**config.mk**
```make
export PLATFORM = sky130hd
export DESIGN_NAME = fetch_select
export DESIGN_NICKNAME = d
export VERILOG_FILES = /design/src/hw/isa_pkg.sv /design/src/hw/issue_pkg.sv /design/src/hw/fetch_select.sv
export SDC_FILE = /design/constraint.sdc
export NUM_CORES = 1
export LEC_CHECK = 0
export ABC_AREA = 1
export BUFFER_PORTS_ARGS = -buffer_cell sky130_fd_sc_hd__buf_2
export CORE_AREA = 2 2 179 181
export DETAILED_ROUTE_END_ITERATION = 10
export DIE_AREA = 0 0 181 183
export GPL_TIMING_DRIVEN = 1
export PLACE_DENSITY = 0.54
export SLEW_MARGIN = 20
export SYNTH_ARGS = -nofsm -noshare
export SYNTH_HDL_FRONTEND = slang
export SYNTH_SLANG_ARGS = --single-unit
```
**constraint.sdc**
```tcl
create_clock -name clk_i -period 3.9 [get_ports clk_i]
set_input_delay 0.39 -clock clk_i [delete_from_list [all_inputs] [get_ports clk_i]]
set_output_delay 0.39 -clock clk_i [all_outputs]
set_load 0.02 [all_outputs]
```
**src/hw/isa_pkg.sv**
```systemverilog
// Only the RV32 register fields are decoded here; four issue classes cover every instruction
package isa_pkg;

    // Machine word and register index
    typedef logic [31:0] xlen_t;
    typedef logic [4:0]  reg_idx_t;

    // Issue class, set by the decoder ahead of this stage
    typedef enum logic [1:0]
    {
        CLASS_ALU   = 2'd0,
        CLASS_LOAD  = 2'd1,
        CLASS_STORE = 2'd2,
        CLASS_MUL   = 2'd3
    } instr_class_e;

    // Register fields inside an instruction word
    localparam int RD_LSB = 7;
    localparam int RA_LSB = 15;
    localparam int RB_LSB = 20;

    // PC step per instruction
    localparam int INSTR_BYTES = 4;

endpackage

```
**src/hw/issue_pkg.sv**
```systemverilog
// Loads and multiplies finish in E2; with a bypass option off their users wait for writeback
package issue_pkg;
    import isa_pkg::*;

    // One word from the fetch unit
    typedef struct packed
    {
        logic         valid;
        xlen_t        instr;
        xlen_t        pc;
        instr_class_e iclass;
        logic         rd_valid;
    } fetch_word_t;

    // One issue slot, operands filled in at the top level
    typedef struct packed
    {
        logic         valid;
        instr_class_e iclass;
        xlen_t        opcode;
        xlen_t        pc;
        reg_idx_t     rd;
        reg_idx_t     ra;
        reg_idx_t     rb;
        xlen_t        ra_value;
        xlen_t        rb_value;
    } issue_op_t;

    // State of one pipe stage
    typedef struct packed
    {
        logic         valid;
        instr_class_e iclass;
        reg_idx_t     rd;
        logic         rd_valid;
        xlen_t        pc;
        xlen_t        result;
    } stage_t;

    localparam bit    EN_DUAL_ISSUE  = 1'b1;
    localparam bit    EN_LOAD_BYPASS = 1'b1;
    localparam bit    EN_MUL_BYPASS  = 1'b1;
    localparam xlen_t RESET_PC       = 32'h0000_0000;

    // Op leaves a value in the register file
    function automatic logic writes_rd(issue_op_t op);
        return op.valid && (op.iclass != CLASS_STORE) && (op.rd != '0);
    endfunction

endpackage

```
**src/hw/fetch_select.sv**
```systemverilog
// PCs are compared in full; word 1 is taken to follow word 0 whenever word 0 is in sequence
`timescale 1ns/1ps

module fetch_select
    import isa_pkg::*;
    import issue_pkg::*;
(
     input  logic        clk_i
    ,input  logic        rst_i
    ,input  fetch_word_t fetch0_i
    ,input  fetch_word_t fetch1_i
    ,input  logic        issue0_i
    ,input  logic        issue1_i
    ,output issue_op_t   cand0_o
    ,output issue_op_t   cand1_o
    ,output logic        fetch0_accept_o
    ,output logic        fetch1_accept_o
    ,output logic        branch_request_o
    ,output xlen_t       branch_pc_o
);

    xlen_t pc_q;
    logic  match0;
    logic  match1;

    // Fetch word to candidate, operands left empty
    function automatic issue_op_t to_cand(fetch_word_t w);
        issue_op_t op;
        op        = '0;
        op.valid  = w.valid;
        op.iclass = w.iclass;
        op.opcode = w.instr;
        op.pc     = w.pc;
        op.ra     = w.instr[RA_LSB +: $bits(reg_idx_t)];
        op.rb     = w.instr[RB_LSB +: $bits(reg_idx_t)];
        // No destination unless the decoder flagged one
        op.rd     = w.rd_valid ? w.instr[RD_LSB +: $bits(reg_idx_t)] : '0;
        return op;
    endfunction

    //------------------------------------------------------------------------
    // Expected PC
    //------------------------------------------------------------------------
    always_ff @(posedge clk_i or posedge rst_i)
    begin
        if (rst_i)
            pc_q <= RESET_PC;
        else if (issue1_i)
            pc_q <= pc_q + xlen_t'(2 * INSTR_BYTES);
        else if (issue0_i)
            pc_q <= pc_q + xlen_t'(INSTR_BYTES);
    end

    assign match0 = fetch0_i.valid && (fetch0_i.pc == pc_q);
    assign match1 = fetch1_i.valid && (fetch1_i.pc == pc_q);

    //------------------------------------------------------------------------
    // Slot selection
    //------------------------------------------------------------------------
    always_comb
    begin
        cand0_o = '0;
        cand1_o = '0;
        if (match0)
        begin
            cand0_o = to_cand(fetch0_i);
            cand1_o = to_cand(fetch1_i);
        end
        else if (match1)
            cand0_o = to_cand(fetch1_i);
    end

    // Nothing in sequence, ask fetch to restart at the expected PC
    assign branch_request_o = !match0 && !match1 && (fetch0_i.valid || fetch1_i.valid);
    assign branch_pc_o      = pc_q;

    // Stale word 0 is dropped when word 1 issues from candidate 0
    assign fetch0_accept_o = issue0_i && (match0 || match1);
    assign fetch1_accept_o = (issue0_i && !match0 && match1) || issue1_i;

endmodule

```
# --- Word-level counts from Yosys, hierarchy flattened ---
# Index checks and enable logic that the tools add are counted.
totals:
  out_inout_bits: 327
  elab_cells: 25
  inputBits: 140
  register_bits: 32
op_classes:
  reduce_logical: 13
  n_eq_ne: 2
  n_addsub: 2
  mux: 7
ops:
  columns: ["op", "count"]
  rows:
  - ["$mux 146", 3]
  - ["$eq 32x32->1", 2]
  - ["$mux 32", 2]
  - ["$add 32x3->32 const B", 1]
  - ["$add 32x4->32 const B", 1]
  - ["$mux 5", 2]
  - ["$logic_and 1x1->1", 7]
  - ["$logic_or 1x1->1", 3]
  - ["$logic_not 1->1", 2]
  - ["$reduce_bool 2->1", 1]

# --- Logic depth before layout (Yosys ltp) ---
logic_depth:
  word_depth: 6
  ltp_mapped: 13
  mapped_depth_nobuf: 11

# --- Worst setup path after synthesis ---
# OpenSTA, ideal clock, no wires.
synth_path:
  path_type: "reg2out"
  startpoint: "register pc_q[2], in the netlist branch_pc_o[2]"
  endpoint: "output port cand1_o[127] (netlist name)"
  stages_incl_launch_ff: 12
  n_path_buf: 4
  arrival_ns: 2.039
  required_time_ns: 3.510
  setup_slack_ns: 1.471
  path_cell_list: "dfrtp_1 > clkbuf_2 > xnor2_1 > nand2_1 > nor2_1 > nand2_1 > nor2_1 > nand2_2 > buf_6 > buf_2 > nor2_1 > buf_4"
synth_rtl:
  columns: ["element", "line", "source"]
  rows:
  - ["start: declaration", "fetch_select.sv:22", "xlen_t pc_q;"]
  - ["start signal: assignment", "fetch_select.sv:49", "pc_q <= pc_q + xlen_t'(2 * INSTR_BYTES);"]
  - ["start signal: assignment", "fetch_select.sv:51", "pc_q <= pc_q + xlen_t'(INSTR_BYTES);"]
  - ["end: declaration", "fetch_select.sv:15", ",output issue_op_t cand1_o"]

# --- Final worst setup path ---
layout_path:
  startpoint: "register pc_q[26], in the netlist branch_pc_o[26]"
  endpoint: "output port branch_request_o"
layout_via:
  elab_chain_len: 5
  elab_cells_between_ends: 8
  classes_between: "eq/ne (2); reduce/logical (6)"
layout_lines:
  columns: ["element", "line", "source"]
  rows:
  - ["$eq 32x32->1 (on tied branches)", "fetch_select.sv:54, fetch_select.sv:55", null]
  - ["$logic_and 1x1->1 (on tied branches)", "fetch_select.sv:54, fetch_select.sv:55", null]
  - ["$logic_not 1->1", "fetch_select.sv:74", "assign branch_request_o = !match0 && !match1 && (fetch0_i.valid || fetch1_i.valid);"]
  - ["$logic_and 1x1->1 (*) (2 in series)", "fetch_select.sv:74", null]
  - ["end: declaration", "fetch_select.sv:18", ",output logic branch_request_o"]
# Every way passes the cells marked *; elsewhere a longest branch is shown, timed or not.

==> out/qor.yml <==
min_path:
  hp-class: "input pin to async pin"
floorplanning:
  rows: 65
  die_y_um: 183
  num_io_pins: 467
  start_util_pct: 17.5
  core_area_um2: 31200
  die_area_um2: 33100
  die_x_um: 181
sta:
  max-slew-margin-rel_pct: 47.3
  tightest_slew_ns: 0.782
  fmax_mhz: 293
  holdWs_ns: 0.200
  hold_viol_final: 0
  fin_crit_sh_pct: 87.6
  min_period_ns: 3.41
  drv_slew: 0
  tns_ns: 0
  setup_viol: 0
  grt_setup_unrepaired: "no"
  clock-skew-final_ns: 0.00265
synthesis:
  synth-edff-count: 0
  postSynth.asyncResetShare_pct: 100
  syn_area_per_cell_um2: 5.66
  synth_warnings: 0
  ys.flop_type: "dfrtp_1"
  ys_ff_latch: 30
  netlist_instances: 967
  ys_types: 28
  netlist_area_um2: 5470
  seq_area_frac_synth_pct: 13.7
clocking:
  numCtsBuffers: 5
  clk_pin_slew_worst_paths_ns: 0.05
  clock_latency_ns: 0.28
  cts_resized: 0
  cts-root-buf: "clkbuf_16"
  cts_tree: "done"
  clock_path_buffers: 2
  postCtsSetupRepairBufs: 0
  hold_buffers: 0
  htree_levels: 2
  clock_sinks: 30
finish:
  final_cell_mix: "buf_2 (334), nand2_1 (304), conb_1 (132)"
  drive_above_1_share_pct: 28.5
  largest_reg_flops: 30
  fin_util_pct: 22.3
  syn_to_final_growth_pct: 27.3
  num-fill-cells: 3677
  multi_input_area_um2: 3350
  layout_commonest_cell: "buf_2"
  final_nets: 1397
  ff_latch_area_um2: 751
setup_path:
  rr_startpoint: "branch_pc_o[2]"
  worstSetupEndpointType: "output pin"
  arrival_ns: 3.02
  r2r-end: "branch_pc_o[26]"
  reg2regPathDepth: 7
  start_kind: "flip-flop"
  crit_required_ns: 3.51
  r2r_setup_slack_ns: 1.42
  crit_fanout: 66
  path_class: "flip-flop to output pin"
grt:
  overflow: 0
  grt_pass1_wl_um: 37800
  globalRouteTotalUtil_pct: 15.2
  antenna_found_initial: 1
  grt_pass1_vias: 5898
  grt_max_degree: 78
detailed_routing:
  routed_wl_um: 26800
  route.detailed.drc: 0
  drtIter0Drc: 289
  viasPerCell: 3.90
  via_count: 6459
  drt_pre_antenna_iters: 5
  wl_per_cell_um: 16.2
  ant_nets: 0
placed_design:
  io_buffers: 334
  hpwl_um: 22900
  globalplace.congestion: 0.921
pwr:
  leakagePower_nw: 4.61
  p_per_area_nw_per_um2: 249
  peakVddDrop_v: 0.000142
run:
  cap_viol_max_count: 0
run_status:
  status: "finished clean"
[critical path, stage by stage (launching register included)]
cell,delay [ns]
dfrtp_1,0.52
inv_1,0.20
nand2_1,0.10
nand2_1,0.08
nand2_1,0.07
nor2_1,0.04
nand2_1,0.08
nor2_1,0.07
nand2_4,0.07
buf_4,0.56
o21ai_0,0.51
nor2_1,0.23
buf_2,0.19
[cell type report]
type                       count  share of cell area [%]
antenna                        1                  0.0359
inverter                     128                    6.90
sequential                    30                    10.8
clock buffer                   6                    1.99
timing repair buffer         340                    25.0
tap                          402                    7.22
multi-input combinational    750                    48.1
[where the power goes]
| group | internal [mW] | switching (mW) | total, mW | leakage, nW |
|---|---|---|---|---|
| Combinational | 0.258 | 0.565 | 0.823 | 4.19 |
| Clock | 0.247 | 0.139 | 0.386 | 0.0688 |
| Sequential | 0.368 | 0.160 | 0.527 | 0.347 |
[per-stage QoR]
stage / instance area [um^2] / setup slack (ns) / std cells / total power [mW]
after CTS: 6970 / 0.496 / 1656 / 1.75
final: 6970 / 0.485 / 1657 / 1.74
after floorplan: 5970 / 1.47 / 1098 / 1.12
after global routing: 6970 / 0.299 / 1657 / 1.86
after global placement: 6830 / 0.801 / 1650 / 1.36
after detailed placement: 6830 / 0.794 / 1650 / 1.36
[cell usage after synthesis (3+ instances only)]
cell	n	share of area [%]
buf_2	16	1.5
buf_4	160	22
dfrtp_1	30	14
o21ai_0	3	0.27
clkbuf_1	5	0.34
nor3_2	3	0.55
nand2_1	304	21
nor3_1	21	1.9
inv_2	4	0.27
nor2_1	120	8.2
buf_6	7	1.4
xor2_1	27	4.3
inv_1	124	8.5
nand3b_1	6	0.82
nand3_1	91	8.3
xnor2_1	28	4.5
[cells by family after synthesis]
kind of cell,Yosys count,synth area share (%)
fa+ha+maj,2,0.457
other cells,1,0.0685
xor+xnor,55,8.80
simple gates,551,41.7
flops,30,13.7
buf+inv,318,34.1
compound gates,10,1.12
[layer usage]
metal	share of wire [%]	vias up	track usage, %
li1	-	3180	-
met1	42	2952	18.8
met2	52	316	29.3
met3	5.8	11	1.33
met4	0.55	0	1.76
met5	0	-	0
[worst max-delay path by stage]
stage / from / end / slack, ns / cells after the start
after floorplan: branch_pc_o[2] / cand1_o[127] / 1.47 / 11
after global placement: branch_pc_o[26] / cand0_o[107] / 0.80 / 12
after detailed placement: branch_pc_o[26] / cand0_o[108] / 0.79 / 12
after CTS: branch_pc_o[26] / cand0_o[108] / 0.50 / 12
after global routing: branch_pc_o[26] / branch_request_o / 0.30 / 12
final: branch_pc_o[26] / branch_request_o / 0.49 / 12
Power figures use the tool's default switching activity.
