==> config.mk <==
export PLATFORM = sky130hd
export DESIGN_NAME = regfile
export DESIGN_NICKNAME = d
export VERILOG_FILES = /design/src/hw/isa_pkg.sv /design/src/hw/issue_pkg.sv /design/src/hw/regfile.sv
export SDC_FILE = /design/constraint.sdc
export NUM_CORES = 2
export LEC_CHECK = 0
export BUFFER_PORTS_ARGS = -buffer_cell sky130_fd_sc_hd__buf_4
export CAP_MARGIN = 20
export CORE_MARGIN = 5
export CORE_UTILIZATION = 59
export CTS_CLUSTER_DIAMETER = 150
export CTS_CLUSTER_SIZE = 25
export DETAILED_ROUTE_END_ITERATION = 6
export MAX_ROUTING_LAYER = met4
export PLACE_DENSITY = 0.73
export SETUP_SLACK_MARGIN = 0.5
export SYNTH_ARGS = -nofsm -noshare
export SYNTH_HDL_FRONTEND = slang
export SYNTH_SLANG_ARGS = --single-unit
==> constraint.sdc <==
create_clock -name clk_i -period 57.6 [get_ports clk_i]
set_clock_uncertainty 0.15 [all_clocks]
set_input_delay 5.76 -clock clk_i [delete_from_list [all_inputs] [get_ports clk_i]]
set_output_delay 5.76 -clock clk_i [all_outputs]
set_load 0.05 [all_outputs]
==> src/hw/isa_pkg.sv <==
// Only the RV32 register fields are decoded here; four issue classes cover every instruction
package isa_pkg;

    // Machine word and register index
    typedef logic [31:0] xlen_t;
    typedef logic [4:0]  reg_idx_t;

    // Issue class, set by the decoder ahead of this stage
    typedef enum logic [1:0]
    {
        CLASS_ALU   = 2'd0,
        CLASS_LOAD  = 2'd1,
        CLASS_STORE = 2'd2,
        CLASS_MUL   = 2'd3
    } instr_class_e;

    // Register fields inside an instruction word
    localparam int RD_LSB = 7;
    localparam int RA_LSB = 15;
    localparam int RB_LSB = 20;

    // PC step per instruction
    localparam int INSTR_BYTES = 4;

endpackage

==> src/hw/issue_pkg.sv <==
// Loads and multiplies finish in E2; with a bypass option off their users wait for writeback
package issue_pkg;
    import isa_pkg::*;

    // One word from the fetch unit
    typedef struct packed
    {
        logic         valid;
        xlen_t        instr;
        xlen_t        pc;
        instr_class_e iclass;
        logic         rd_valid;
    } fetch_word_t;

    // One issue slot, operands filled in at the top level
    typedef struct packed
    {
        logic         valid;
        instr_class_e iclass;
        xlen_t        opcode;
        xlen_t        pc;
        reg_idx_t     rd;
        reg_idx_t     ra;
        reg_idx_t     rb;
        xlen_t        ra_value;
        xlen_t        rb_value;
    } issue_op_t;

    // State of one pipe stage
    typedef struct packed
    {
        logic         valid;
        instr_class_e iclass;
        reg_idx_t     rd;
        logic         rd_valid;
        xlen_t        pc;
        xlen_t        result;
    } stage_t;

    localparam bit    EN_DUAL_ISSUE  = 1'b1;
    localparam bit    EN_LOAD_BYPASS = 1'b1;
    localparam bit    EN_MUL_BYPASS  = 1'b1;
    localparam xlen_t RESET_PC       = 32'h0000_0000;

    // Op leaves a value in the register file
    function automatic logic writes_rd(issue_op_t op);
        return op.valid && (op.iclass != CLASS_STORE) && (op.rd != '0);
    endfunction

endpackage

==> src/hw/regfile.sv <==
// x0 is never written; reads are asynchronous and return the old value in a write cycle
`timescale 1ns/1ps

module regfile
    import isa_pkg::*;
    import issue_pkg::*;
(
     input  logic     clk_i
    ,input  logic     rst_i
    ,input  stage_t   wr0_i
    ,input  stage_t   wr1_i
    ,input  reg_idx_t ra0_i
    ,input  reg_idx_t rb0_i
    ,input  reg_idx_t ra1_i
    ,input  reg_idx_t rb1_i
    ,output xlen_t    ra0_value_o
    ,output xlen_t    rb0_value_o
    ,output xlen_t    ra1_value_o
    ,output xlen_t    rb1_value_o
);

    xlen_t regs_q [32];
    logic  wr0_en;
    logic  wr1_en;

    assign wr0_en = wr0_i.valid && wr0_i.rd_valid && (wr0_i.rd != '0);
    assign wr1_en = wr1_i.valid && wr1_i.rd_valid && (wr1_i.rd != '0);

    always_ff @(posedge clk_i or posedge rst_i)
    begin
        if (rst_i)
        begin
            for (int i = 0; i < 32; i++)
                regs_q[i] <= '0;
        end
        else
        begin
            if (wr0_en)
                regs_q[wr0_i.rd] <= wr0_i.result;
            // Pipe 1 is younger, last write wins
            if (wr1_en)
                regs_q[wr1_i.rd] <= wr1_i.result;
        end
    end

    assign ra0_value_o = regs_q[ra0_i];
    assign rb0_value_o = regs_q[rb0_i];
    assign ra1_value_o = regs_q[ra1_i];
    assign rb1_value_o = regs_q[rb1_i];

endmodule

# [Word-level counts from Yosys, hierarchy flattened]
# Cells that the tools add are included.
[word_totals] regBits=1024 out_inout_bits=128 wordCells=74 input_bits=168
[op_classes] magnitude_cmp=8 n_mux=20 bitwise=6 n_reduce_logical=8
[ops] cell="1024-bit bitwise mux" count=2
[ops] cell="1024-bit two-way mux" count=2
[ops] cell="32-bit binary-select mux with 5-bit select" count=4
[ops] cell="32-bit demux with 5-bit select" count=2
[ops] cell="32-bit two-way mux" count=10
[ops] cell="6-bit >= comparator (second input constant)" count=6
[ops] cell="5-bit NOT with 6-bit output" count=6
[ops] cell="6-bit by 1-bit < comparator with 1-bit output (second input constant)" count=2
[ops] cell="5-bit nonzero test" count=2
[ops] cell="1-bit logical AND" count=6

# [Logic depth before layout (Yosys ltp)]
[logic_depth] ltp_word=9 mapped_depth=8 mapped_depth_nobuf=5

# [Worst setup path after synthesis]
# Ideal clock, no wire load.
[synth_timing] kind="in2out" from="input ra1_i[1]" to="output ra1_value_o[25]" t_required_ns=51.690 arrival_time_ns=7.367 n_path_buf=4 cell_stages=8 path_slack_ns=44.323 path_cell_list="buf_2 -> buf_2 -> buf_2 -> buf_4 -> mux2i_1 -> a22oi_1 -> a31oi_1 -> nand3_1"
[synth_between] elab_chain_cells=4
[synth_lines] element="start: declaration" line="regfile.sv:14" text=",input reg_idx_t ra1_i"
[synth_lines] element="5-bit NOT with 6-bit output (implied by the code)" line="regfile.sv:48" text="assign ra1_value_o = regs_q[ra1_i];"
[synth_lines] element="32-bit binary-select mux with 5-bit select" line="regfile.sv:48"
[synth_lines] element="32-bit two-way mux (implied by the code) (2 in series)" line="regfile.sv:48"
[synth_lines] element="end: declaration" line="regfile.sv:18" text=",output xlen_t ra1_value_o"
# Every way passes these cells. The select of a mux whose other input is x is not followed.

# [Final worst setup path]
[layout_timing] from="input ra0_i[1]" to="output ra0_value_o[9]"
[layout_between] elab_chain_cells=4
[layout_lines] element="start: declaration" line="regfile.sv:12" text=",input reg_idx_t ra0_i"
[layout_lines] element="5-bit NOT with 6-bit output (implied by the code)" line="regfile.sv:46" text="assign ra0_value_o = regs_q[ra0_i];"
[layout_lines] element="32-bit binary-select mux with 5-bit select" line="regfile.sv:46"
[layout_lines] element="32-bit two-way mux (implied by the code) (2 in series)" line="regfile.sv:46"
[layout_lines] element="end: declaration" line="regfile.sv:16" text=",output xlen_t ra0_value_o"
# Every way passes these cells. The select of a mux whose other input is x is not followed.

==> flow_metrics.env <==
export IMPL_status="finished with violations"
export IMPL_violations="design-rule violations"
export IMPL_drive_above_1_share_pct=6.13
export IMPL_clock_root_buffer="clkbuf_16"
export IMPL_antenna_found_initial=14
export IMPL_die_w_um=382
export IMPL_cp_common_cell="buf_4"
export IMPL_max_slew_margin_pct=9.75
export IMPL_dr_total_vias=79275
export IMPL_n_fill_cell=11624
export IMPL_wl_um=355000
export IMPL_ant_nets=0
export IMPL_largest_reg_flops=1024
export IMPL_top_register="regs_q"
export IMPL_area_growth_syn_to_layout_pct=3.70
export IMPL_fin_ws_ns=41.03
export IMPL_cp_cell_sequence="buf_8, buf_12, buf_4, buf_4, mux2i_1, a22o_1, nor3_1, a31oi_1, nand3_1, buf_4"
export IMPL_port_buffers=227
export IMPL_synth_enable_flop_cells=0
export IMPL_core_mm2=0.138
export IMPL_cts_resized=0
export IMPL_post_place_ws_ns=41.25
export IMPL_synth_fa_ha_area_share_pct=0
export IMPL_gr_total_overflow=0
export IMPL_hp_class="reg2reg"
export IMPL_cp_slowest_stage_delay_ns=1.02
export IMPL_synth_top_family_by_area="multiplexers"
export IMPL_drtIter0Drc=14645
export IMPL_synth_mux_area_share_pct=37.2
export IMPL_synth_yosys_seq_area_share_pct=31.3
export IMPL_cts_setup_buffers=0
export IMPL_drv_cap=0
export IMPL_synth_cell_types=35
export IMPL_die_h_um=382
export IMPL_nets=8831
export IMPL_hold_viol=0
export IMPL_period_share_pct=28.8
export IMPL_rsz0062_at_grt="no"
export IMPL_postSynthCellCount=9255
export IMPL_avgRoutedWirePerCell_um=33.9
export IMPL_clk_pin_slew_ns=0.10
export IMPL_yosys_top_cells_area="mux2i_1 37%, dfrtp_1 31%, a21oi_1 5.5%, nand2_1 4.1%, a22oi_1 3.5%"
export IMPL_met1Wirelength_um=126000
export IMPL_crit_arrival_ns=10.66
export IMPL_startpoint_type="input pin"
export IMPL_initial_core_util_pct=59.4
export IMPL_setup_viol=0
export IMPL_cts_buffers=46
export IMPL_synthXorXnorAreaFrac_pct=0
export IMPL_synth_simple_area_share_pct=10.4
export IMPL_worstSetupPathType="in2out"
export IMPL_holdBufCountCts=0
export IMPL_hpwl_um=181000
export IMPL_crit_buf_inv=5
export IMPL_htree_levels=2
export IMPL_yosysMostFrequentCell="mux2i_1"
export IMPL_synthTopCellsByCount="3040 x mux2i_1, 1024 x dfrtp_1, 898 x nand2_1, 896 x a21oi_1, 591 x clkbuf_1"
export IMPL_critical_path_top_delay_family="buffers and inverters"
export IMPL_clk_path_buf_depth=3
export IMPL_die_area_mm2=0.146
export IMPL_fmax_ghz=0.0603
export IMPL_slew_viol_final=0
export IMPL_hold_slack_ns=0.315
export IMPL_ir_worst_vdd_v=0.0000223
export IMPL_worstPathRequired_ns=51.69
export IMPL_path_max_fanout=118
export IMPL_leakage_uw=0.0394
export IMPL_syn_nets=9423
export IMPL_biggestRegsByFlops="regs_q x1024"
export IMPL_crit_slowest_cell="buf_4"
export IMPL_highest_layer="met4"
export IMPL_syn_avg_cell_area_um2=8.84
export IMPL_setup_tns_ns=0
export IMPL_track_usage_pct=47.7
export IMPL_synth_compound_area_share_pct=15.7
export IMPL_grt_pass1_vias=74001
export IMPL_worst_pin_slew_ns=1.35
export IMPL_clock_sinks=1024
export IMPL_async_reset_ff_share_pct=100
export IMPL_power_density_mw_per_mm2=28.0
export IMPL_netlist_area_mm2=0.0818
export IMPL_grt_max_degree=142
export IMPL_design_portCount=296
export IMPL_met2_wirelength_um=142000
export IMPL_firstDrtPassIters=7
export IMPL_insertion_delay_ns=0.72
export IMPL_synth_top_area_cell="mux2i_1"
export IMPL_synth_top_cell_area_share_pct=37.2
export IMPL_crit_path_end_kind="output pin"
export IMPL_fin_crit_ns=16.57
export IMPL_synth_top_flop_cell="dfrtp_1"
export IMPL_globalplace_congestion=0.921
export IMPL_routed_wl_met3_um=55400
export IMPL_viasPerCell=7.57
export IMPL_grt_pass1_wl_um=508000
export IMPL_ys_warn_count=0
export IMPL_row_count=136
export IMPL_cts_tree="built"
export IMPL_synth_seq_cells=1024
export IMPL_drc=10
==> placed cells by master (no fill, tap or decap), drive strengths merged <==
cell type     n
mux2i      3040
dfrtp      1024
nand2       898
a21oi       896
nor2        552
o21ai       480
nand3       394
a22oi       384
buf         382
a22o        256
nor3        134
a31oi       128
clkbuf       51
diode        20
nand2b       11
nor2b        10
and2          4
or2           4
or3           3
and3b         3
and2b         2
and3          2
or3b          2
inv           2
nand4         1
nor3b         1
and4          1
==> cells by family (layout without fill, tap and decap cells) <==
group,count (synthesis),count (layout)
buf+inv,1025,435
flops,1024,1024
compound gates,2144,2144
mux,3040,3040
other cells,0,20
simple gates,2022,2022
==> per-stage QoR <==
stage | power [uW] | instance area [um2] | cells | utilization (%)
floorplan | 1690 | 81800 | 9255 | -
global placement | 1890 | 83100 | 10388 | 60.4
detailed placement | 1930 | 83300 | 10394 | 60.5
CTS | 2330 | 84500 | 10444 | 61.4
global route | 2480 | 84800 | 10472 | 61.6
finish | 2380 | 84900 | 10479 | 61.6
==> area by class of cell <==
class | count | area (um2) | share of cell area (%)
antenna | 20 | 50.0 | 0.0590
sequential | 1024 | 25600 | 30.2
clock buffer | 50 | 1230 | 1.45
tap | 1794 | 2240 | 2.65
multi-input combinational | 7206 | 52300 | 61.6
timing repair buffer | 383 | 3420 | 4.03
inverter | 2 | 15.0 | 0.0177
==> power by group <==
group	leakage, uW	switching, uW	internal (uW)
combinational	0.0259	483	365
clock	0.000605	263	153
sequential	0.0129	231	885
==> worst reg2reg max path: cells and delay by family, from the launching register on <==
kind	cells	cell delay, ns
DFF	1	0.44
muxes	1	0.20
AOI/OAI and AO/OA	1	0.14
==> per-layer routing <==
layer  vias up  GRT usage, %
met1     37554          58.8
met5         -             -
li1      32356             -
met2      7174          64.4
met3      2191          17.0
met4         0          33.9
==> worst paths after layout <==
| path | start | endpoint | slack (ns) | depth (start not counted) |
|---|---|---|---|---|
| max in group asynchronous | rst_i | regs_q[336] | 49.48 | 5 |
| worst max register to register | regs_q[955] | regs_q[955] | 56.51 | 2 |
| min in group asynchronous | rst_i | regs_q[192] | 5.01 | 2 |
| worst min-delay path | regs_q[1006] | regs_q[1006] | 0.31 | 0 |
| worst min register to register | regs_q[1006] | regs_q[1006] | 0.31 | 0 |
| worst max-delay path | ra0_i[1] | ra0_value_o[9] | 41.03 | 10 |
No activity file was read; power rests on OpenSTA's default activity.
