[src/hw/isa_pkg.sv]
// Only the RV32 register fields are decoded here; four issue classes cover every instruction
package isa_pkg;

    // Machine word and register index
    typedef logic [31:0] xlen_t;
    typedef logic [4:0]  reg_idx_t;

    // Issue class, set by the decoder ahead of this stage
    typedef enum logic [1:0]
    {
        CLASS_ALU   = 2'd0,
        CLASS_LOAD  = 2'd1,
        CLASS_STORE = 2'd2,
        CLASS_MUL   = 2'd3
    } instr_class_e;

    // Register fields inside an instruction word
    localparam int RD_LSB = 7;
    localparam int RA_LSB = 15;
    localparam int RB_LSB = 20;

    // PC step per instruction
    localparam int INSTR_BYTES = 4;

endpackage

[src/hw/issue_pkg.sv]
// Loads and multiplies finish in E2; with a bypass option off their users wait for writeback
package issue_pkg;
    import isa_pkg::*;

    // One word from the fetch unit
    typedef struct packed
    {
        logic         valid;
        xlen_t        instr;
        xlen_t        pc;
        instr_class_e iclass;
        logic         rd_valid;
    } fetch_word_t;

    // One issue slot, operands filled in at the top level
    typedef struct packed
    {
        logic         valid;
        instr_class_e iclass;
        xlen_t        opcode;
        xlen_t        pc;
        reg_idx_t     rd;
        reg_idx_t     ra;
        reg_idx_t     rb;
        xlen_t        ra_value;
        xlen_t        rb_value;
    } issue_op_t;

    // State of one pipe stage
    typedef struct packed
    {
        logic         valid;
        instr_class_e iclass;
        reg_idx_t     rd;
        logic         rd_valid;
        xlen_t        pc;
        xlen_t        result;
    } stage_t;

    localparam bit    EN_DUAL_ISSUE  = 1'b1;
    localparam bit    EN_LOAD_BYPASS = 1'b1;
    localparam bit    EN_MUL_BYPASS  = 1'b1;
    localparam xlen_t RESET_PC       = 32'h0000_0000;

    // Op leaves a value in the register file
    function automatic logic writes_rd(issue_op_t op);
        return op.valid && (op.iclass != CLASS_STORE) && (op.rd != '0);
    endfunction

endpackage

[src/hw/issue_scheduler.sv]
// One load-store unit and one multiplier; slot 1 only issues alongside slot 0
`timescale 1ns/1ps

module issue_scheduler
    import isa_pkg::*;
    import issue_pkg::*;
(
     input  issue_op_t cand0_i
    ,input  issue_op_t cand1_i
    ,input  logic      lsu_stall_i
    ,input  stage_t    p0_e1_i
    ,input  stage_t    p0_e2_i
    ,input  stage_t    p1_e1_i
    ,input  stage_t    p1_e2_i
    ,output logic      issue0_o
    ,output logic      issue1_o
    ,output issue_op_t slot0_o
    ,output issue_op_t slot1_o
);

    logic [31:0] sb0;
    logic [31:0] sb1;
    logic        lsu_e1;
    logic        mul_block;
    logic        pair_ok;

    // Stage holds a result that cannot be forwarded yet
    function automatic logic pending(stage_t s, logic chk_load, logic chk_mul);
        return s.valid && s.rd_valid &&
               ((chk_load && (s.iclass == CLASS_LOAD)) || (chk_mul && (s.iclass == CLASS_MUL)));
    endfunction

    function automatic logic blocked(logic [31:0] sb, issue_op_t op);
        return sb[op.ra] || sb[op.rb] || sb[op.rd];
    endfunction

    //------------------------------------------------------------------------
    // Scoreboard
    //------------------------------------------------------------------------
    always_comb
    begin
        sb0 = '0;
        if (pending(p0_e2_i, !EN_LOAD_BYPASS, !EN_MUL_BYPASS))
            sb0[p0_e2_i.rd] = 1'b1;
        if (pending(p1_e2_i, !EN_LOAD_BYPASS, !EN_MUL_BYPASS))
            sb0[p1_e2_i.rd] = 1'b1;
        // Loads and multiplies in E1 have no result yet
        if (pending(p0_e1_i, 1'b1, 1'b1))
            sb0[p0_e1_i.rd] = 1'b1;
        if (pending(p1_e1_i, 1'b1, 1'b1))
            sb0[p1_e1_i.rd] = 1'b1;
    end

    // Multiply waits one cycle behind a memory op
    assign lsu_e1 = (p0_e1_i.valid && (p0_e1_i.iclass inside {CLASS_LOAD, CLASS_STORE})) ||
                    (p1_e1_i.valid && (p1_e1_i.iclass inside {CLASS_LOAD, CLASS_STORE}));
    assign mul_block = lsu_e1 && (cand0_i.iclass == CLASS_MUL);

    assign issue0_o = cand0_i.valid && !lsu_stall_i && !mul_block && !blocked(sb0, cand0_i);

    // Slot 1 also sees slot 0's destination
    always_comb
    begin
        sb1 = sb0;
        if (issue0_o && writes_rd(cand0_i))
            sb1[cand0_i.rd] = 1'b1;
    end

    //------------------------------------------------------------------------
    // Pairing
    //------------------------------------------------------------------------
    always_comb
    begin
        case (cand1_i.iclass)
            CLASS_ALU:   pair_ok = 1'b1;
            CLASS_LOAD,
            CLASS_STORE: pair_ok = cand0_i.iclass inside {CLASS_ALU, CLASS_MUL};
            default:     pair_ok = cand0_i.iclass inside {CLASS_ALU, CLASS_LOAD, CLASS_STORE};
        endcase
    end

    assign issue1_o = issue0_o && EN_DUAL_ISSUE && cand1_i.valid && pair_ok &&
                      !blocked(sb1, cand1_i);

    always_comb
    begin
        slot0_o       = cand0_i;
        slot0_o.valid = issue0_o;
        slot1_o       = cand1_i;
        slot1_o.valid = issue1_o;
    end

endmodule

[config.mk]
export PLATFORM = sky130hd
export DESIGN_NAME = issue_scheduler
export DESIGN_NICKNAME = d
export VERILOG_FILES = /design/src/hw/isa_pkg.sv /design/src/hw/issue_pkg.sv /design/src/hw/issue_scheduler.sv
export SDC_FILE = /design/constraint.sdc
export NUM_CORES = 1
export LEC_CHECK = 0
export BUFFER_PORTS_ARGS = -buffer_cell sky130_fd_sc_hd__buf_2
export CAP_MARGIN = 20
export CORE_AREA = 2 2 346 348
export DETAILED_ROUTE_END_ITERATION = 10
export DIE_AREA = 0 0 348 350
export SLEW_MARGIN = 20
export SYNTH_ARGS = -nofsm -noshare
export SYNTH_HDL_FRONTEND = slang
export SYNTH_SLANG_ARGS = --single-unit
[constraint.sdc]
create_clock -name vclk -period 6.1
set_input_delay 0.915 -clock vclk [all_inputs]
set_output_delay 0.915 -clock vclk [all_outputs]
set_load 0.02 [all_outputs]
==> After elaboration in Yosys (flattened, before gate mapping) <==
Cells that the tools add are included.
{ "word_totals": {"ff_bits": 0, "latch_bits": 0, "mem_bits_rw": 0, "mem_bits_ro": 0, "word_cells": 85, "n_memories": 0} }
{ "op_classes": {"n_addsub": 0, "n_mul": 0, "n_div": 0, "magnitude_cmp": 11, "n_eq_ne": 12, "n_shift": 0, "mux": 22, "bitwise": 2, "n_reduce_logical": 38} }
{ "op_table": {"columns": ["operator", "n"], "rows": [
  ["32-bit two-way mux", 3],
  ["32-bit OR", 2],
  ["5-bit by 6-bit < comparator with 1-bit output (second input constant)", 8],
  ["1-bit binary-select mux with 5-bit select", 6],
  ["1-bit logical AND", 19],
  ["1-bit demux with 5-bit select", 3],
  ["5-bit by 1-bit greater-or-equal comparator with 1-bit output (second input constant)", 3],
  ["2-bit equality test (second input constant)", 7],
  ["1-bit two-way mux", 9],
  ["2-bit by 1-bit equality test with 1-bit output (second input constant)", 4],
  ["1-bit logical OR", 7],
  ["2-bit nonzero test", 3],
  ["5-bit nonzero test", 1],
  ["1-bit zero test", 4],
  ["2-bit zero test", 2],
  ["3-bit nonzero test", 1],
  ["2-bit inequality test (second input constant)", 1],
  ["1-bit one-hot mux with 2 select lines", 1],
  ["2-bit OR reduction", 1]
]} }

==> Longest topological paths before layout <==
{ "logic_depth": {"depth_word": 21, "ltp_mapped": 18, "depth_no_buf": 15} }

==> Worst setup path before layout <==
No wires, ideal clock.
{ "synth_timing": {"kind": "input to output", "startpoint": "input p0_e1_i[71] (netlist name)", "endpoint": "output slot1_o[145] (netlist name)", "arrival_ns": 4.694, "t_required_ns": 5.185, "path_slack_ns": 0.491, "stages": 18, "n_path_buf": 3, "path_cell_list": "inv_1 > ha_1 > o211ai_4 > or3_1 > buf_6 > o22ai_2 > mux4_2 > and3_4 > a221o_1 > buf_6 > nor4_4 > and3_4 > nor2_2 > a21o_1 > a41oi_2 > or4b_1 > and4bb_1 > buf_4"} }
{ "synth_between": {"elab_chain_cells": 20, "elab_cells_between_ends": 39, "cone_classes": "eq/ne: 3; mux: 15; bitwise: 2; reduce/logical: 19"} }
{ "synth_lines": {"columns": ["element", "line", "text"], "rows": [
  ["start: declaration", "issue_scheduler.sv:11", ",input stage_t p0_e1_i"],
  ["2-bit by 1-bit equality test with 1-bit output / 2-bit equality test (equally long branches)", "issue_scheduler.sv:30, issue_scheduler.sv:55", null],
  ["1-bit logical OR", "issue_scheduler.sv:30", "((chk_load && (s.iclass == CLASS_LOAD)) || (chk_mul && (s.iclass == CLASS_MUL)));"],
  ["1-bit logical AND", "issue_scheduler.sv:29", "return s.valid && s.rd_valid &&"],
  ["32-bit two-way mux", "issue_scheduler.sv:48", "if (pending(p0_e1_i, 1'b1, 1'b1))"],
  ["32-bit OR (no source line)", null, null],
  ["32-bit two-way mux", "issue_scheduler.sv:50", "if (pending(p1_e1_i, 1'b1, 1'b1))"],
  ["1-bit binary-select mux with 5-bit select", "issue_scheduler.sv:34", "return sb[op.ra] || sb[op.rb] || sb[op.rd];"],
  ["1-bit two-way mux (implied by the code)", "issue_scheduler.sv:34", null],
  ["(+3 left out)", null, null],
  ["1-bit logical AND", "issue_scheduler.sv:59", "assign issue0_o = cand0_i.valid && !lsu_stall_i && !mul_block && !blocked(sb0, cand0_i);"],
  ["1-bit logical AND", "issue_scheduler.sv:65", "if (issue0_o && writes_rd(cand0_i))"],
  ["32-bit two-way mux", "issue_scheduler.sv:65", null],
  ["1-bit binary-select mux with 5-bit select", "issue_scheduler.sv:34", null],
  ["1-bit two-way mux (implied by the code)", "issue_scheduler.sv:34", null],
  ["1-bit logical OR (2 in a row)", "issue_scheduler.sv:34", null],
  ["1-bit zero test", "issue_scheduler.sv:83", "!blocked(sb1, cand1_i);"],
  ["1-bit logical AND (*)", "issue_scheduler.sv:82", "assign issue1_o = issue0_o && EN_DUAL_ISSUE && cand1_i.valid && pair_ok &&"],
  ["end: declaration", "issue_scheduler.sv:18", ",output issue_op_t slot1_o"]
]} }
Mark *: on every way between the ends. The rest lies on a longest branch, timed or not. The select of a mux whose other input is x is not followed.

==> Worst setup path in the final report <==
{ "layout_timing": {"startpoint": "input p0_e1_i[70] (netlist name)", "endpoint": "output issue1_o"} }
{ "layout_between": {"elab_chain_cells": 20, "elab_cells_between_ends": 39, "cone_classes": "eq/ne: 3; mux: 15; bitwise: 2; reduce/logical: 19"} }
{ "layout_lines": {"columns": ["element", "line", "text"], "rows": [
  ["2-bit by 1-bit equality test with 1-bit output / 2-bit equality test (equally long branches)", "issue_scheduler.sv:30, issue_scheduler.sv:55", null],
  ["1-bit logical OR", "issue_scheduler.sv:30", null],
  ["1-bit logical AND", "issue_scheduler.sv:29", null],
  ["32-bit two-way mux", "issue_scheduler.sv:48", null],
  ["32-bit OR (no source line)", null, null],
  ["32-bit two-way mux", "issue_scheduler.sv:50", null],
  ["1-bit binary-select mux with 5-bit select", "issue_scheduler.sv:34", null],
  ["1-bit two-way mux (implied by the code)", "issue_scheduler.sv:34", null],
  ["(+3 left out)", null, null],
  ["1-bit logical AND", "issue_scheduler.sv:59", null],
  ["1-bit logical AND", "issue_scheduler.sv:65", null],
  ["32-bit two-way mux", "issue_scheduler.sv:65", null],
  ["1-bit binary-select mux with 5-bit select", "issue_scheduler.sv:34", null],
  ["1-bit two-way mux (implied by the code)", "issue_scheduler.sv:34", null],
  ["1-bit logical OR (2 in a row)", "issue_scheduler.sv:34", null],
  ["1-bit zero test", "issue_scheduler.sv:83", null],
  ["1-bit logical AND (*)", "issue_scheduler.sv:82", null],
  ["end: declaration", "issue_scheduler.sv:16", ",output logic issue1_o"]
]} }
Marked as above.

==> metrics.md <==
| Metric | Value |
|---|---|
| Status | complete, no violations |
| Vias | 6,626 |
| Worst Max-Slew Pin Slew | 0.7745 ns |
| Post-Synth XOR/XNOR Area | 0% |
| CP Class | input pin to primary output |
| Clock buffers | 0 |
| Yosys warnings | 0 |
| Cts hold-fix bufs | 0 |
| Global Route Usage Sum | 7.835% |
| Critical-path maximum fanout | 6 |
| Endpoint of the worst hold path | slot0_o[37] |
| Vias in the first global route | 6,017 |
| Chip Width | 348 µm |
| First-pass GRT wire length | 63,210 µm |
| Crit path DAT | 5.13 ns |
| Critical Path RT | 5.18 ns |
| Cells after synthesis | 865 |
| Ports | 879 |
| # setup viols final | 0 |
| Routed wire length | between 50,000 and 60,000 µm |
| Setup crit end kind | primary output |
| Cell variety after synth | 80 |
| IO buf count | 93 |
| Synth-to-layout area growth | 29.44% |
| Detailed Routing Iterations Pass 1 | 6 |
| Fin. Hold Viols | 0 |
| RSZ-0062 raised after global routing | false |
| Core area | 117,800 µm² |
| Hpwl dp | 45,720 µm |
| Hold path depth | 0 |
| WL per Instance | roughly 22 µm |
| Synth Area in Adders | 1.896% |
| Largest net degree at the start of global routing | 24 |
| Seq_cells | 0 |
| DRC viols | 0 |
| Drt via density | 2.845 |
| Crit start category | input pin |
| Final Cycle Share | roughly 99% |
| Congestion Overflow GR | 0 |
| Antenna violations before repair | 18 |
| Max Freq | 0.1654 GHz |
| Synth Area in Compound Gates | 24.08% |
| Die height | 350 µm |
| Full die area | between 100,000 and 150,000 µm² |
| Sequential area share after synthesis | 0% |
| Post-synthesis mux area share | 6.321% |
| Initial cell density of the core | 5.042% |
| Max-cap violations | 0 |
| Layout Utilization | 6.527% |
| Hold path start | cand0_i[37] |
| Antenna-violating nets left | 0 |
| Routability cong. | ~0.90 |
| Crit path time final | 6.045 ns |
| Synthesized area | 5938 µm² |
| Slew headroom | between 40% and 50% |
| Nets@finish | ~1,400 |
| Number of DRC markers in iteration 0 | roughly 720 |
| Simple-gate area share of the yosys netlist | 25.90% |
| Seq. cell area | 0 µm² |
| Slew Viols, Final | 0 |
| Synthesized Nets | 1,459 |
| Syn_area_per_cell | 6.865 µm² |
| Share of cells above drive strength 1 | 46.71% |
| Worst hold path class | input pin to primary output |
| Core Rows | 126 |
| Largest family of logic cells by synthesized area | buffers and inverters |
-- layer usage --
layer  vias to the layer above  track usage (%)  routed length [µm]
met1                      2992            6.821               14130
li1                       2732                -                   -
met4                         8            3.083                2597
met2                       724            11.69               20680
met5                         -                0                  51
met3                       170            8.409               13160
-- synthesized netlist by cell type (10+ instances only) --
cell        n  area (µm²)
a21oi_1    15       75.07
nand2_1    45       168.9
o21ai_0    14       70.07
nand3_1    29       145.1
o22ai_1    25       156.4
nor3_1     47       235.2
buf_4     294        2207
inv_1      25       93.84
a211oi_1   18       135.1
buf_2      10       50.05
nor2_1     50       187.7
clkbuf_1   28       105.1
or3_1      12       75.07
mux2i_1    15       150.1
or2_2      10       62.56
and3_1     10       62.56
nand3b_1   11       82.58
a31oi_1    23       143.9
-- stage by stage --
step	std cells	setup WS (ns)	TNS [ns]	hold WS (ns)	cell area, µm²
final	2329	0.05506	0	1.830	7686
after floorplan	865	0.4914	0	1.943	5938
after CTS	2320	0.01541	0	1.830	7410
after global routing	2326	0.002024	0	1.830	7679
after global placement	2314	-0.2383	-0.4765	1.830	7134
after detailed placement	2314	-0.2107	-0.4203	1.830	7134
-- placed cells by master, fill, tap and decap left out, drive strengths merged, types with 5 or more instances in the layout --
cell type and count:
a2111oi 5, and3 12, nor4 9, inv 25, and2 7, o22ai 26
nand2b 5, buf 258, nor3 47, nand2 45, or2 14, nor2b 9
mux4 8, a221oi 5, mux2i 15, or3 12, o211ai 7, o221ai 7
a211oi 18, nand4 10, nor2 51, o31ai 6, ha 9, a21oi 15
o21ai 14, nand3 29, nand3b 11, or3b 5, a31oi 23, a22oi 5
-- timing repair --
| item | in CTS | in global routing |
|---|---|---|
| buffers inserted | 6 | 7 |
| pin swaps | 14 | 23 |
| cloned | 1 | 0 |
| resized for setup | 48 | 51 |
| setup endpoints to repair | 2 | 2 |
-- worst max-delay path, stage by stage --
cell	delay, ns
buf_2	0.11
ha_2	0.20
buf_4	0.15
o2111a_2	0.28
nand2_4	0.12
buf_4	0.12
o22ai_1	0.13
buf_4	0.20
mux2i_2	0.21
o221ai_1	0.19
a221o_1	0.46
nor4_4	0.38
buf_4	0.18
a31oi_1	0.15
a22oi_1	0.28
a2111oi_1	0.14
or4b_1	0.53
and4bb_4	0.24
buf_6	0.13
-- worst max path at each step --
stage          cells past startpoint  slack, ns         from            to
3_3_place_gp                      21      -0.24  p0_e1_i[71]      issue1_o
3_5_place_dp                      20      -0.21  p0_e1_i[70]  slot1_o[145]
5_1_grt                           20      0.002  p0_e1_i[70]      issue1_o
2_1_floorplan                     18       0.49  p0_e1_i[71]  slot1_o[145]
6_report                          19       0.06  p0_e1_i[70]      issue1_o
4_1_cts                           23       0.02  p1_e1_i[71]  slot1_o[145]
-- area by class of cell --
cell class | count | area (µm²)
fillers | 13830 | 110100
diodes | 3 | 7.507
well taps | 1536 | 1922
repair buffers | 259 | 1773
multi-input cells | 505 | 3886
inverters | 26 | 97.59
-- logic make-up (layout without fill, tap and decap cells) --
kind of cell | after synthesis | after routing
buffers and inverters | 360 | 285
muxes | 27 | 27
other | 0 | 3
and+or+nand+nor | 281 | 281
AOI/OAI and AO/OA | 188 | 188
adders and majority gates | 9 | 9
