==> src/hw/isa_pkg.sv <==
// Only the RV32 register fields are decoded here; four issue classes cover every instruction
package isa_pkg;

    // Machine word and register index
    typedef logic [31:0] xlen_t;
    typedef logic [4:0]  reg_idx_t;

    // Issue class, set by the decoder ahead of this stage
    typedef enum logic [1:0]
    {
        CLASS_ALU   = 2'd0,
        CLASS_LOAD  = 2'd1,
        CLASS_STORE = 2'd2,
        CLASS_MUL   = 2'd3
    } instr_class_e;

    // Register fields inside an instruction word
    localparam int RD_LSB = 7;
    localparam int RA_LSB = 15;
    localparam int RB_LSB = 20;

    // PC step per instruction
    localparam int INSTR_BYTES = 4;

endpackage

==> src/hw/issue_pkg.sv <==
// Loads and multiplies finish in E2; with a bypass option off their users wait for writeback
package issue_pkg;
    import isa_pkg::*;

    // One word from the fetch unit
    typedef struct packed
    {
        logic         valid;
        xlen_t        instr;
        xlen_t        pc;
        instr_class_e iclass;
        logic         rd_valid;
    } fetch_word_t;

    // One issue slot, operands filled in at the top level
    typedef struct packed
    {
        logic         valid;
        instr_class_e iclass;
        xlen_t        opcode;
        xlen_t        pc;
        reg_idx_t     rd;
        reg_idx_t     ra;
        reg_idx_t     rb;
        xlen_t        ra_value;
        xlen_t        rb_value;
    } issue_op_t;

    // State of one pipe stage
    typedef struct packed
    {
        logic         valid;
        instr_class_e iclass;
        reg_idx_t     rd;
        logic         rd_valid;
        xlen_t        pc;
        xlen_t        result;
    } stage_t;

    localparam bit    EN_DUAL_ISSUE  = 1'b1;
    localparam bit    EN_LOAD_BYPASS = 1'b1;
    localparam bit    EN_MUL_BYPASS  = 1'b1;
    localparam xlen_t RESET_PC       = 32'h0000_0000;

    // Op leaves a value in the register file
    function automatic logic writes_rd(issue_op_t op);
        return op.valid && (op.iclass != CLASS_STORE) && (op.rd != '0);
    endfunction

endpackage

==> src/hw/pipe_ctrl.sv <==
// Results are taken as they arrive; the E2 load and multiply buses are shared by both pipes
`timescale 1ns/1ps

module pipe_ctrl
    import isa_pkg::*;
    import issue_pkg::*;
(
     input  logic      clk_i
    ,input  logic      rst_i
    ,input  issue_op_t issue_i
    ,input  xlen_t     alu_value_i
    ,input  xlen_t     mem_value_i
    ,input  xlen_t     mul_value_i
    ,output stage_t    e1_o
    ,output stage_t    e2_o
    ,output stage_t    wb_o
);

    stage_t e1_next;
    stage_t e1_q;
    stage_t e2_q;
    stage_t wb_q;

    // Issued op in stage form, stores carry no destination
    always_comb
    begin
        e1_next          = '0;
        e1_next.valid    = issue_i.valid;
        e1_next.iclass   = issue_i.iclass;
        e1_next.rd       = issue_i.rd;
        e1_next.rd_valid = writes_rd(issue_i);
        e1_next.pc       = issue_i.pc;
    end

    always_ff @(posedge clk_i or posedge rst_i)
    begin
        if (rst_i)
        begin
            e1_q <= '0;
            e2_q <= '0;
            wb_q <= '0;
        end
        else
        begin
            e1_q <= e1_next;
            e2_q <= e1_o;
            wb_q <= e2_o;
        end
    end

    // E1 result is the live ALU output
    always_comb
    begin
        e1_o        = e1_q;
        e1_o.result = alu_value_i;
    end

    // Long-latency units overwrite the ALU value
    always_comb
    begin
        e2_o = e2_q;
        case (e2_q.iclass)
            CLASS_LOAD: e2_o.result = mem_value_i;
            CLASS_MUL:  e2_o.result = mul_value_i;
            default:    e2_o.result = e2_q.result;
        endcase
    end

    assign wb_o = wb_q;

endmodule

==> config.mk <==
export PLATFORM = sky130hd
export DESIGN_NAME = pipe_ctrl
export DESIGN_NICKNAME = d
export VERILOG_FILES = /design/src/hw/isa_pkg.sv /design/src/hw/issue_pkg.sv /design/src/hw/pipe_ctrl.sv
export SDC_FILE = /design/constraint.sdc
export NUM_CORES = 1
export LEC_CHECK = 0
export BUFFER_PORTS_ARGS = -buffer_cell sky130_fd_sc_hd__buf_2
export CAP_MARGIN = 20
export CORE_AREA = 2 2 179 181
export CTS_CLUSTER_SIZE = 12
export DETAILED_ROUTE_END_ITERATION = 8
export DIE_AREA = 0 0 181 183
export PLACE_DENSITY_LB_ADDON = 0.3
export SETUP_SLACK_MARGIN = 0.15
export SYNTH_ARGS = -nofsm -noshare
export SYNTH_HDL_FRONTEND = slang
export SYNTH_SLANG_ARGS = --single-unit
==> constraint.sdc <==
create_clock -name clk_i -period 8.66 [get_ports clk_i]
set_input_delay 1.732 -clock clk_i [delete_from_list [all_inputs] [get_ports clk_i]]
set_output_delay 1.732 -clock clk_i [all_outputs]
set_load 0.02 [all_outputs]
# Yosys cells after proc, flatten, opt, wreduce, memory -nomap -nowiden
# Cells that the tools add are included.
word_totals:
  register_bits: 187
  in_bits: 244
  output_inout_bits: 219
  elab_cells: 24
op_classes:
  n_mux: 1
  eq_ne: 3
  reduce_logical: 3
ops:
  columns: ["cell", "count"]
  rows:
  - ["32-bit case mux with 2 select lines", 1]
  - ["5-bit nonzero test", 1]
  - ["2-bit by 1-bit equality test with 1-bit output, second input constant", 1]
  - ["2-bit equality test, second input constant", 1]
  - ["1-bit logical AND", 2]
  - ["2-bit inequality test, second input constant", 1]

# Longest topological paths before layout
# Gate-level depths: netlist (run 1).
logic_depth:
  word_depth: 3
  depth_mapped: 4
  depth_no_buf: 2

# Worst setup path before layout (run 1)
# No wires, ideal clock.
synth_timing:
  kind: "in2out"
  startpoint: "input port mul_value_i[0]"
  endpoint: "output port e2_o[0] in the netlist's numbering"
  stages: 2
  arrival_ns: 2.182
  slack_ns: 4.746
  cell_sequence: "mux2i_1 a21oi_1"
synth_lines:
  columns: ["element", "line_no", "source"]
  rows:
  - ["start: declaration", "pipe_ctrl.sv:13", ",input xlen_t mul_value_i"]
  - ["end: declaration", "pipe_ctrl.sv:15", ",output stage_t e2_o"]

==> results of run 1 <==
-- cell type report --
cell class,instances,area (um2)
fillers,3319,23000
flip-flops and latches,187,4680
repair buffers,359,1820
multi-input cells,98,619
well taps,402,503
clock buffers,19,443
clock inverters,13,154
inverters,2,15.0
-- worst reg2reg max path: stages (launching register included) --
cell and delay [ns]:
sky130_fd_sc_hd__dfrtp_2 0.72, sky130_fd_sc_hd__buf_4 0.47, sky130_fd_sc_hd__nor2_1 0.11, sky130_fd_sc_hd__a21oi_1 0.24
-- stage by stage --
stage	area, um2	power, uW	std cells	setup slack, ns
after floorplan	5910	1110	371	1.84
after global placement	7620	1200	1047	4.46
after detailed placement	7620	1200	1047	4.46
after CTS	8210	2020	1079	4.46
after global routing	8230	2070	1080	4.43
final	8230	1980	1080	4.55
-- sequential cells by signal (all words and copies together) (netlist names) --
signal  count
e2_o       41
wb_o       73
e2_q       32
e1_o       41
-- layer usage --
metal	vias up	GRT usage	wire length (um)
li1	1721	-	-
met1	1840	0.102	5950
met2	186	0.160	8080
met3	18	0.0379	1180
met4	2	0.0407	283
met5	-	0	13
-- cell families (layout without fill, tap and decap cells) --
| logic type | after synthesis | count (layout) | synth area share |
|---|---|---|---|
| buffers and inverters | 86 | 393 | 0.103 |
| AND/OR/NAND/NOR | 33 | 33 | 0.0216 |
| AO/OA/AOI/OAI | 33 | 33 | 0.0290 |
| flip-flops | 187 | 187 | 0.792 |
| multiplexers | 32 | 32 | 0.0542 |
-- final timing paths --
| check | end | slack (ns) | cells after the start |
|---|---|---|---|
| max | e2_o[28] | 4.55 | 4 |
| min | wb_o[69]$_DFF_PP0_ | 0.37 | 0 |
| max reg2reg | wb_o[21]$_DFF_PP0_ | 7.00 | 3 |
| min reg2reg | wb_o[69]$_DFF_PP0_ | 0.37 | 0 |
| max in group asynchronous | e2_o[71]$_DFF_PP0_ | 5.79 | 3 |
| min in group asynchronous | wb_o[72]$_DFF_PP0_ | 1.46 | 2 |
-- power by group --
group | internal [uW] | switching, uW | total, uW
Sequential | 922 | 18.9 | 941
Clock | 441 | 359 | 800
Combinational | 78.3 | 159 | 237
Total | 1440 | 537 | 1980
-- cell usage after synthesis --
master                     number  area [um2]
sky130_fd_sc_hd__nor2_1        32         120
sky130_fd_sc_hd__clkbuf_1       5        18.8
sky130_fd_sc_hd__buf_2          2        10.0
sky130_fd_sc_hd__buf_1          1        3.75
sky130_fd_sc_hd__o221a_1        1        11.3
sky130_fd_sc_hd__buf_4         76         571
sky130_fd_sc_hd__a21oi_1       32         160
sky130_fd_sc_hd__dfrtp_1      187        4680
sky130_fd_sc_hd__mux2i_1       32         320
sky130_fd_sc_hd__inv_1          2        7.51
sky130_fd_sc_hd__or4_1          1        7.51
==> flow_metrics.py, run 1 <==
metrics = {
    "global_routing": {
        "globalRoute.totalOverflow": 0,
        "pin_count_of_the_biggest_net_entering_global_routing": 132,
        "antenna_found_initial": 1,
        "grt_pass1_vias": 3823,
        "grt_first_pass_wirelength_um": 22600,
        "global_route.usage.total": 0.0933,
    },
    "timing": {
        "final_min_period_over_clock_period": 0.475,
        "drv_slew": 0,
        "worstMarginPinSlew_ns": 0.912,
        "tns_ns": 0,
        "report.final.setup_viol": 0,
        "fmax_mhz": 243,
        "hold_viol": 0,
        "hold_ws_ns": 0.366,
        "rsz_0062_raised_after_global_routing": "no",
        "maxSlewHeadroom": 0.392,
        "clock-skew-final_ns": 0.00837,
        "period_needed_ns": 4.11,
    },
    "floorplanning": {
        "core-area_um2": 31200,
        "row_count": 65,
        "design.portCount": 463,
        "chipHeight_um": 183,
        "initial_utilization": 0.189,
        "die_width_um": 181,
        "dieArea_um2": 33100,
    },
    "clock_tree": {
        "cts_buffers": 17,
        "clock_sink_count": 187,
        "cts.path.max_buffers": 2,
        "cts-resized-gates": 0,
        "clk_pin_slew_worst_paths_ns": 0.07,
        "cts_htree_levels": 4,
        "cts_hold_buffers_added": 0,
        "cts_tree": "built",
        "cts_root_buffer": "sky130_fd_sc_hd__clkbuf_16",
        "cts_setup_buffers": 0,
        "worst_skew_pair.late_latency_ns": 0.44,
    },
    "place": {
        "detailed_place_hpwl_um": 11600,
        "gp_congestion": 0.718,
        "io_buffers": 356,
    },
    "drt": {
        "drcViolationCount": 0,
        "number_of_antenna_violating_nets_in_the_routed_design": 0,
        "vias": 3767,
        "drt_first_pass_iters": 4,
        "via_per_inst": 3.49,
        "detail_route.wl_per_cell_um": 14.4,
        "wl_um": 15500,
        "drt-initial-drc-count": 80,
    },
    "worst_setup_path": {
        "timing.critical_path.mode_cell": "sky130_fd_sc_hd__buf_2",
        "critPathRequiredTime_ns": 6.93,
        "crit_start": "mul_value_i[28]",
        "worstSetupStartpointType": "input port",
        "timing.critical_path.cells": "buf_2 -> mux2i_1 -> a21oi_1 -> buf_2",
        "timing.critical_path.slowest_cell_delay_ns": 0.26,
        "critical_path.n_buffers_inverters": 2,
        "crit_arrival_ns": 2.38,
        "worstSetupPathType": "in -> out",
        "worstSetupEndpointType": "output pin",
        "worst_r2r_startpoint": "e2_o[70]$_DFF_PP0_",
        "critical_path.top_delay_family": "buffers and inverters",
        "worstPathMaxFanout": 2,
        "timing.critical_path.slowest_stage_cell": "sky130_fd_sc_hd__a21oi_1",
    },
    "worst_hold_path": {
        "hold_path.class": "reg -> reg",
        "min-delay-start": "e2_o[69]$_DFF_PP0_",
    },
    "yosys": {
        "synth_cell_type_count": 11,
        "synthesis.yosys.warnings": 0,
        "synth_fp_nets": 615,
        "ys_seq_area_frac": 0.792,
        "synthesis.area_per_instance_um2": 15.9,
        "ys_seq_elements": 187,
        "mappedNetlistArea_um2": 5910,
        "number_of_standard_cells_after_synthesis": 371,
    },
    "cells_and_area": {
        "syn_to_final_growth_pct": 39.3,
        "antenna-diode-count": 0,
        "layout.core_utilization": 0.264,
        "layout_commonest_cell": "sky130_fd_sc_hd__buf_2",
        "design.final.nets": 909,
        "drive_above_1_share": 0.580,
        "layout_common_cells": "356 x sky130_fd_sc_hd__buf_2, 185 x sky130_fd_sc_hd__dfrtp_1, 32 x sky130_fd_sc_hd__mux2i_1, 32 x sky130_fd_sc_hd__nor2_1, 32 x sky130_fd_sc_hd__a21oi_1",
    },
    "flow_run": {
        "max-cap-violations": 0,
    },
    "status": {
        "run_status": "finished clean",
    },
    "power": {
        "power_leakage_uw": 0.00418,
        "worst_ir_drop_on_vdd_mv": 0.131,
        "pwr_density_cell_nw_per_um2": 240,
    },
}
(Power assumes the default switching activity.)
==> run 2: changes to the inputs <==
ABC_AREA = 1   (was unset)
clock period = 3.94 ns   (was 8.66 ns; I/O delays follow)
==> run 2 against run 1 <==
Against the previous run: cell area down 0.32%; hold slack better by 0.0017 ns; clock skew up 0.0027 ns; routed wire length up 4.0%; utilization down 0.084 points; power up 120%; clock power up 120%; register-to-register slack worse by 4.9 ns; die area unchanged; area after synthesis down 0.49%; critical endpoint is now e2_o[1]; largest power group unchanged; highest routed layer is now met4.
==> flow_metrics.py, run 2 <==
metrics = {
    "worst_setup_path": {
        "worstSetupEndpointType": "output pin",
        "worstSetupPathType": "reg -> out",
        "worstSetupStartpointType": "register",
        "r2r_worst_path_depth": 4,
        "worstPathMaxFanout": 33,
        "critPathRequiredTime_ns": 3.15,
        "worst_r2r_startpoint": "e2_o[70]$_DFF_PP0_",
        "crit_start": "e2_o[70]$_DFF_PP0_",
        "crit_arrival_ns": 2.32,
        "timing.rr.end": "wb_o[1]$_DFF_PP0_",
        "regToRegSetupSlack_ns": 2.15,
    },
    "flow_run": {
        "max-cap-violations": 0,
    },
    "global_routing": {
        "grt_first_pass_wirelength_um": 24000,
        "globalRoute.totalOverflow": 0,
        "grt_pass1_vias": 4090,
        "antenna_found_initial": 0,
        "global_route.usage.total": 0.0985,
        "pin_count_of_the_biggest_net_entering_global_routing": 78,
    },
    "yosys": {
        "synth_fp_nets": 654,
        "synthesis.area_per_instance_um2": 14.3,
        "edff_count_synth": 0,
        "post_synth_most_frequent_cells": "187 x sky130_fd_sc_hd__dfrtp_1, 98 x sky130_fd_sc_hd__nand2_1, 76 x sky130_fd_sc_hd__buf_4",
        "synthesis.yosys.warnings": 0,
        "ys_seq_elements": 187,
        "synth_cell_type_count": 11,
        "asyncSetResetFlopFracSynth": 1.00,
        "yosys.cell_count.top_type": "sky130_fd_sc_hd__dfrtp_1",
        "synth_area_leader_cell": "sky130_fd_sc_hd__dfrtp_1",
        "ys_seq_area_frac": 0.796,
        "area_share_of_the_largest_cell_type_after_synthesis": 0.796,
        "mappedNetlistArea_um2": 5880,
        "synth-main-ff-cell": "sky130_fd_sc_hd__dfrtp_1",
        "post_synth_main_area_contributors": "sky130_fd_sc_hd__dfrtp_1 80%, sky130_fd_sc_hd__buf_4 9.7%, sky130_fd_sc_hd__nand2_1 6.3%",
        "number_of_standard_cells_after_synthesis": 410,
    },
    "worst_hold_path": {
        "min-delay-start": "e2_o[65]$_DFF_PP0_",
        "hold_path.class": "reg -> reg",
        "min_delay_path_depth": 0,
        "hold_end": "wb_o[65]$_DFF_PP0_",
    },
    "clock_tree": {
        "worst_skew_pair.late_latency_ns": 0.44,
        "cts-resized-gates": 0,
        "clock_sink_count": 187,
        "cts.path.max_buffers": 2,
        "cts_htree_levels": 4,
        "cts_buffers": 17,
        "cts_tree": "built",
        "cts_root_buffer": "sky130_fd_sc_hd__clkbuf_16",
        "clk_pin_slew_worst_paths_ns": 0.07,
        "cts_setup_buffers": 0,
        "cts_hold_buffers_added": 0,
    },
    "floorplanning": {
        "initial_utilization": 0.188,
        "core-area_um2": 31200,
        "row_count": 65,
        "dieArea_um2": 33100,
        "die_width_um": 181,
        "design.portCount": 463,
        "chipHeight_um": 183,
    },
    "cells_and_area": {
        "layout_commonest_cell": "sky130_fd_sc_hd__buf_2",
        "drive_above_1_share": 0.547,
        "largest_reg_flops": 73,
        "layout_common_cells": "356 x sky130_fd_sc_hd__buf_2, 187 x sky130_fd_sc_hd__dfrtp_1, 98 x sky130_fd_sc_hd__nand2_1",
        "fin_cells": 1121,
        "syn_to_final_growth_pct": 39.6,
        "design.final.nets": 950,
        "antenna-diode-count": 0,
    },
    "timing": {
        "drv_slew": 0,
        "hold_ws_ns": 0.368,
        "worstMarginPinSlew_ns": 0.823,
        "clock-skew-final_ns": 0.0111,
        "maxSlewHeadroom": 0.450,
        "hold_viol": 0,
        "rsz_0062_raised_after_global_routing": "no",
        "final_min_period_over_clock_period": 0.790,
        "report.final.setup_viol": 0,
        "period_needed_ns": 3.11,
        "fmax_mhz": 321,
        "tns_ns": 0,
    },
    "drt": {
        "drcViolationCount": 0,
        "drt-initial-drc-count": 96,
        "via_per_inst": 3.54,
        "number_of_antenna_violating_nets_in_the_routed_design": 0,
        "vias": 3969,
        "wl_um": 16100,
        "detail_route.wl_per_cell_um": 14.4,
        "drt_first_pass_iters": 4,
    },
    "power": {
        "worst_ir_drop_on_vdd_mv": 0.336,
        "pwr_density_cell_nw_per_um2": 532,
        "power_leakage_uw": 0.00423,
    },
    "place": {
        "io_buffers": 356,
        "gp_congestion": 0.752,
        "detailed_place_hpwl_um": 12500,
        "place.detailed.instances": 1089,
    },
    "status": {
        "run_status": "finished clean",
    },
}
==> run 2: area by class of cell <==
type / instances / area, um2
Clock inverter: 12 / 163
Tap cell: 402 / 503
Timing Repair Buffer: 359 / 1830
Sequential cell: 187 / 4680
Clock buffer: 20 / 447
Fill cell: 3319 / 23000
Inverter: 6 / 26.3
Multi-Input combinational cell: 135 / 559
==> run 2: worst max-delay path, stage by stage (launching register included) <==
cell and delay (ns):
sky130_fd_sc_hd__dfrtp_1 0.39, sky130_fd_sc_hd__inv_2 0.25, sky130_fd_sc_hd__nor2_4 0.71, sky130_fd_sc_hd__nand2_1 0.17
sky130_fd_sc_hd__nand3_1 0.16, sky130_fd_sc_hd__buf_2 0.18
==> run 2: where the power goes <==
part	internal, uW	leakage (uW)	switching (uW)	total [uW]
logic	166	0.00176	359	525
registers	2030	0.00219	39.8	2070
clock network	1020	0.000279	748	1770
==> run 2: kinds of logic after synthesis <==
group | synth area share
AO/OA/AOI/OAI | 0.00128
buffers and inverters | 0.109
flip-flops | 0.796
AND/OR/NAND/NOR | 0.0938
==> run 2: metal layers <==
layer | part of all wire | track usage
met3 | 0.10 | 0.0433
met5 | 0 | 0
met4 | 0.018 | 0.0433
met1 | 0.38 | 0.107
met2 | 0.50 | 0.167
==> run 2: metrics by stage <==
stage	worst slack [ns]	area (um2)	util	power (uW)
3_3_place_gp	1.19	7600	0.243	2640
3_5_place_dp	1.18	7600	0.243	2640
4_1_cts	0.679	8210	0.263	4450
5_1_grt	0.486	8210	0.263	4570
6_report	0.828	8210	0.263	4360
2_1_floorplan	0.746	5880	-	2430
==> run 2: worst max-delay path by stage <==
stage                                    end  slack, ns  depth (start not counted)
final                                e2_o[1]       0.83                          5
after floorplan           e1_o[32]$_DFF_PP0_       0.75                          1
after global routing                e2_o[10]       0.49                          5
after CTS                           e2_o[10]       0.68                          5
after detailed placement            e2_o[10]       1.18                          5
after global placement              e2_o[10]       1.19                          5
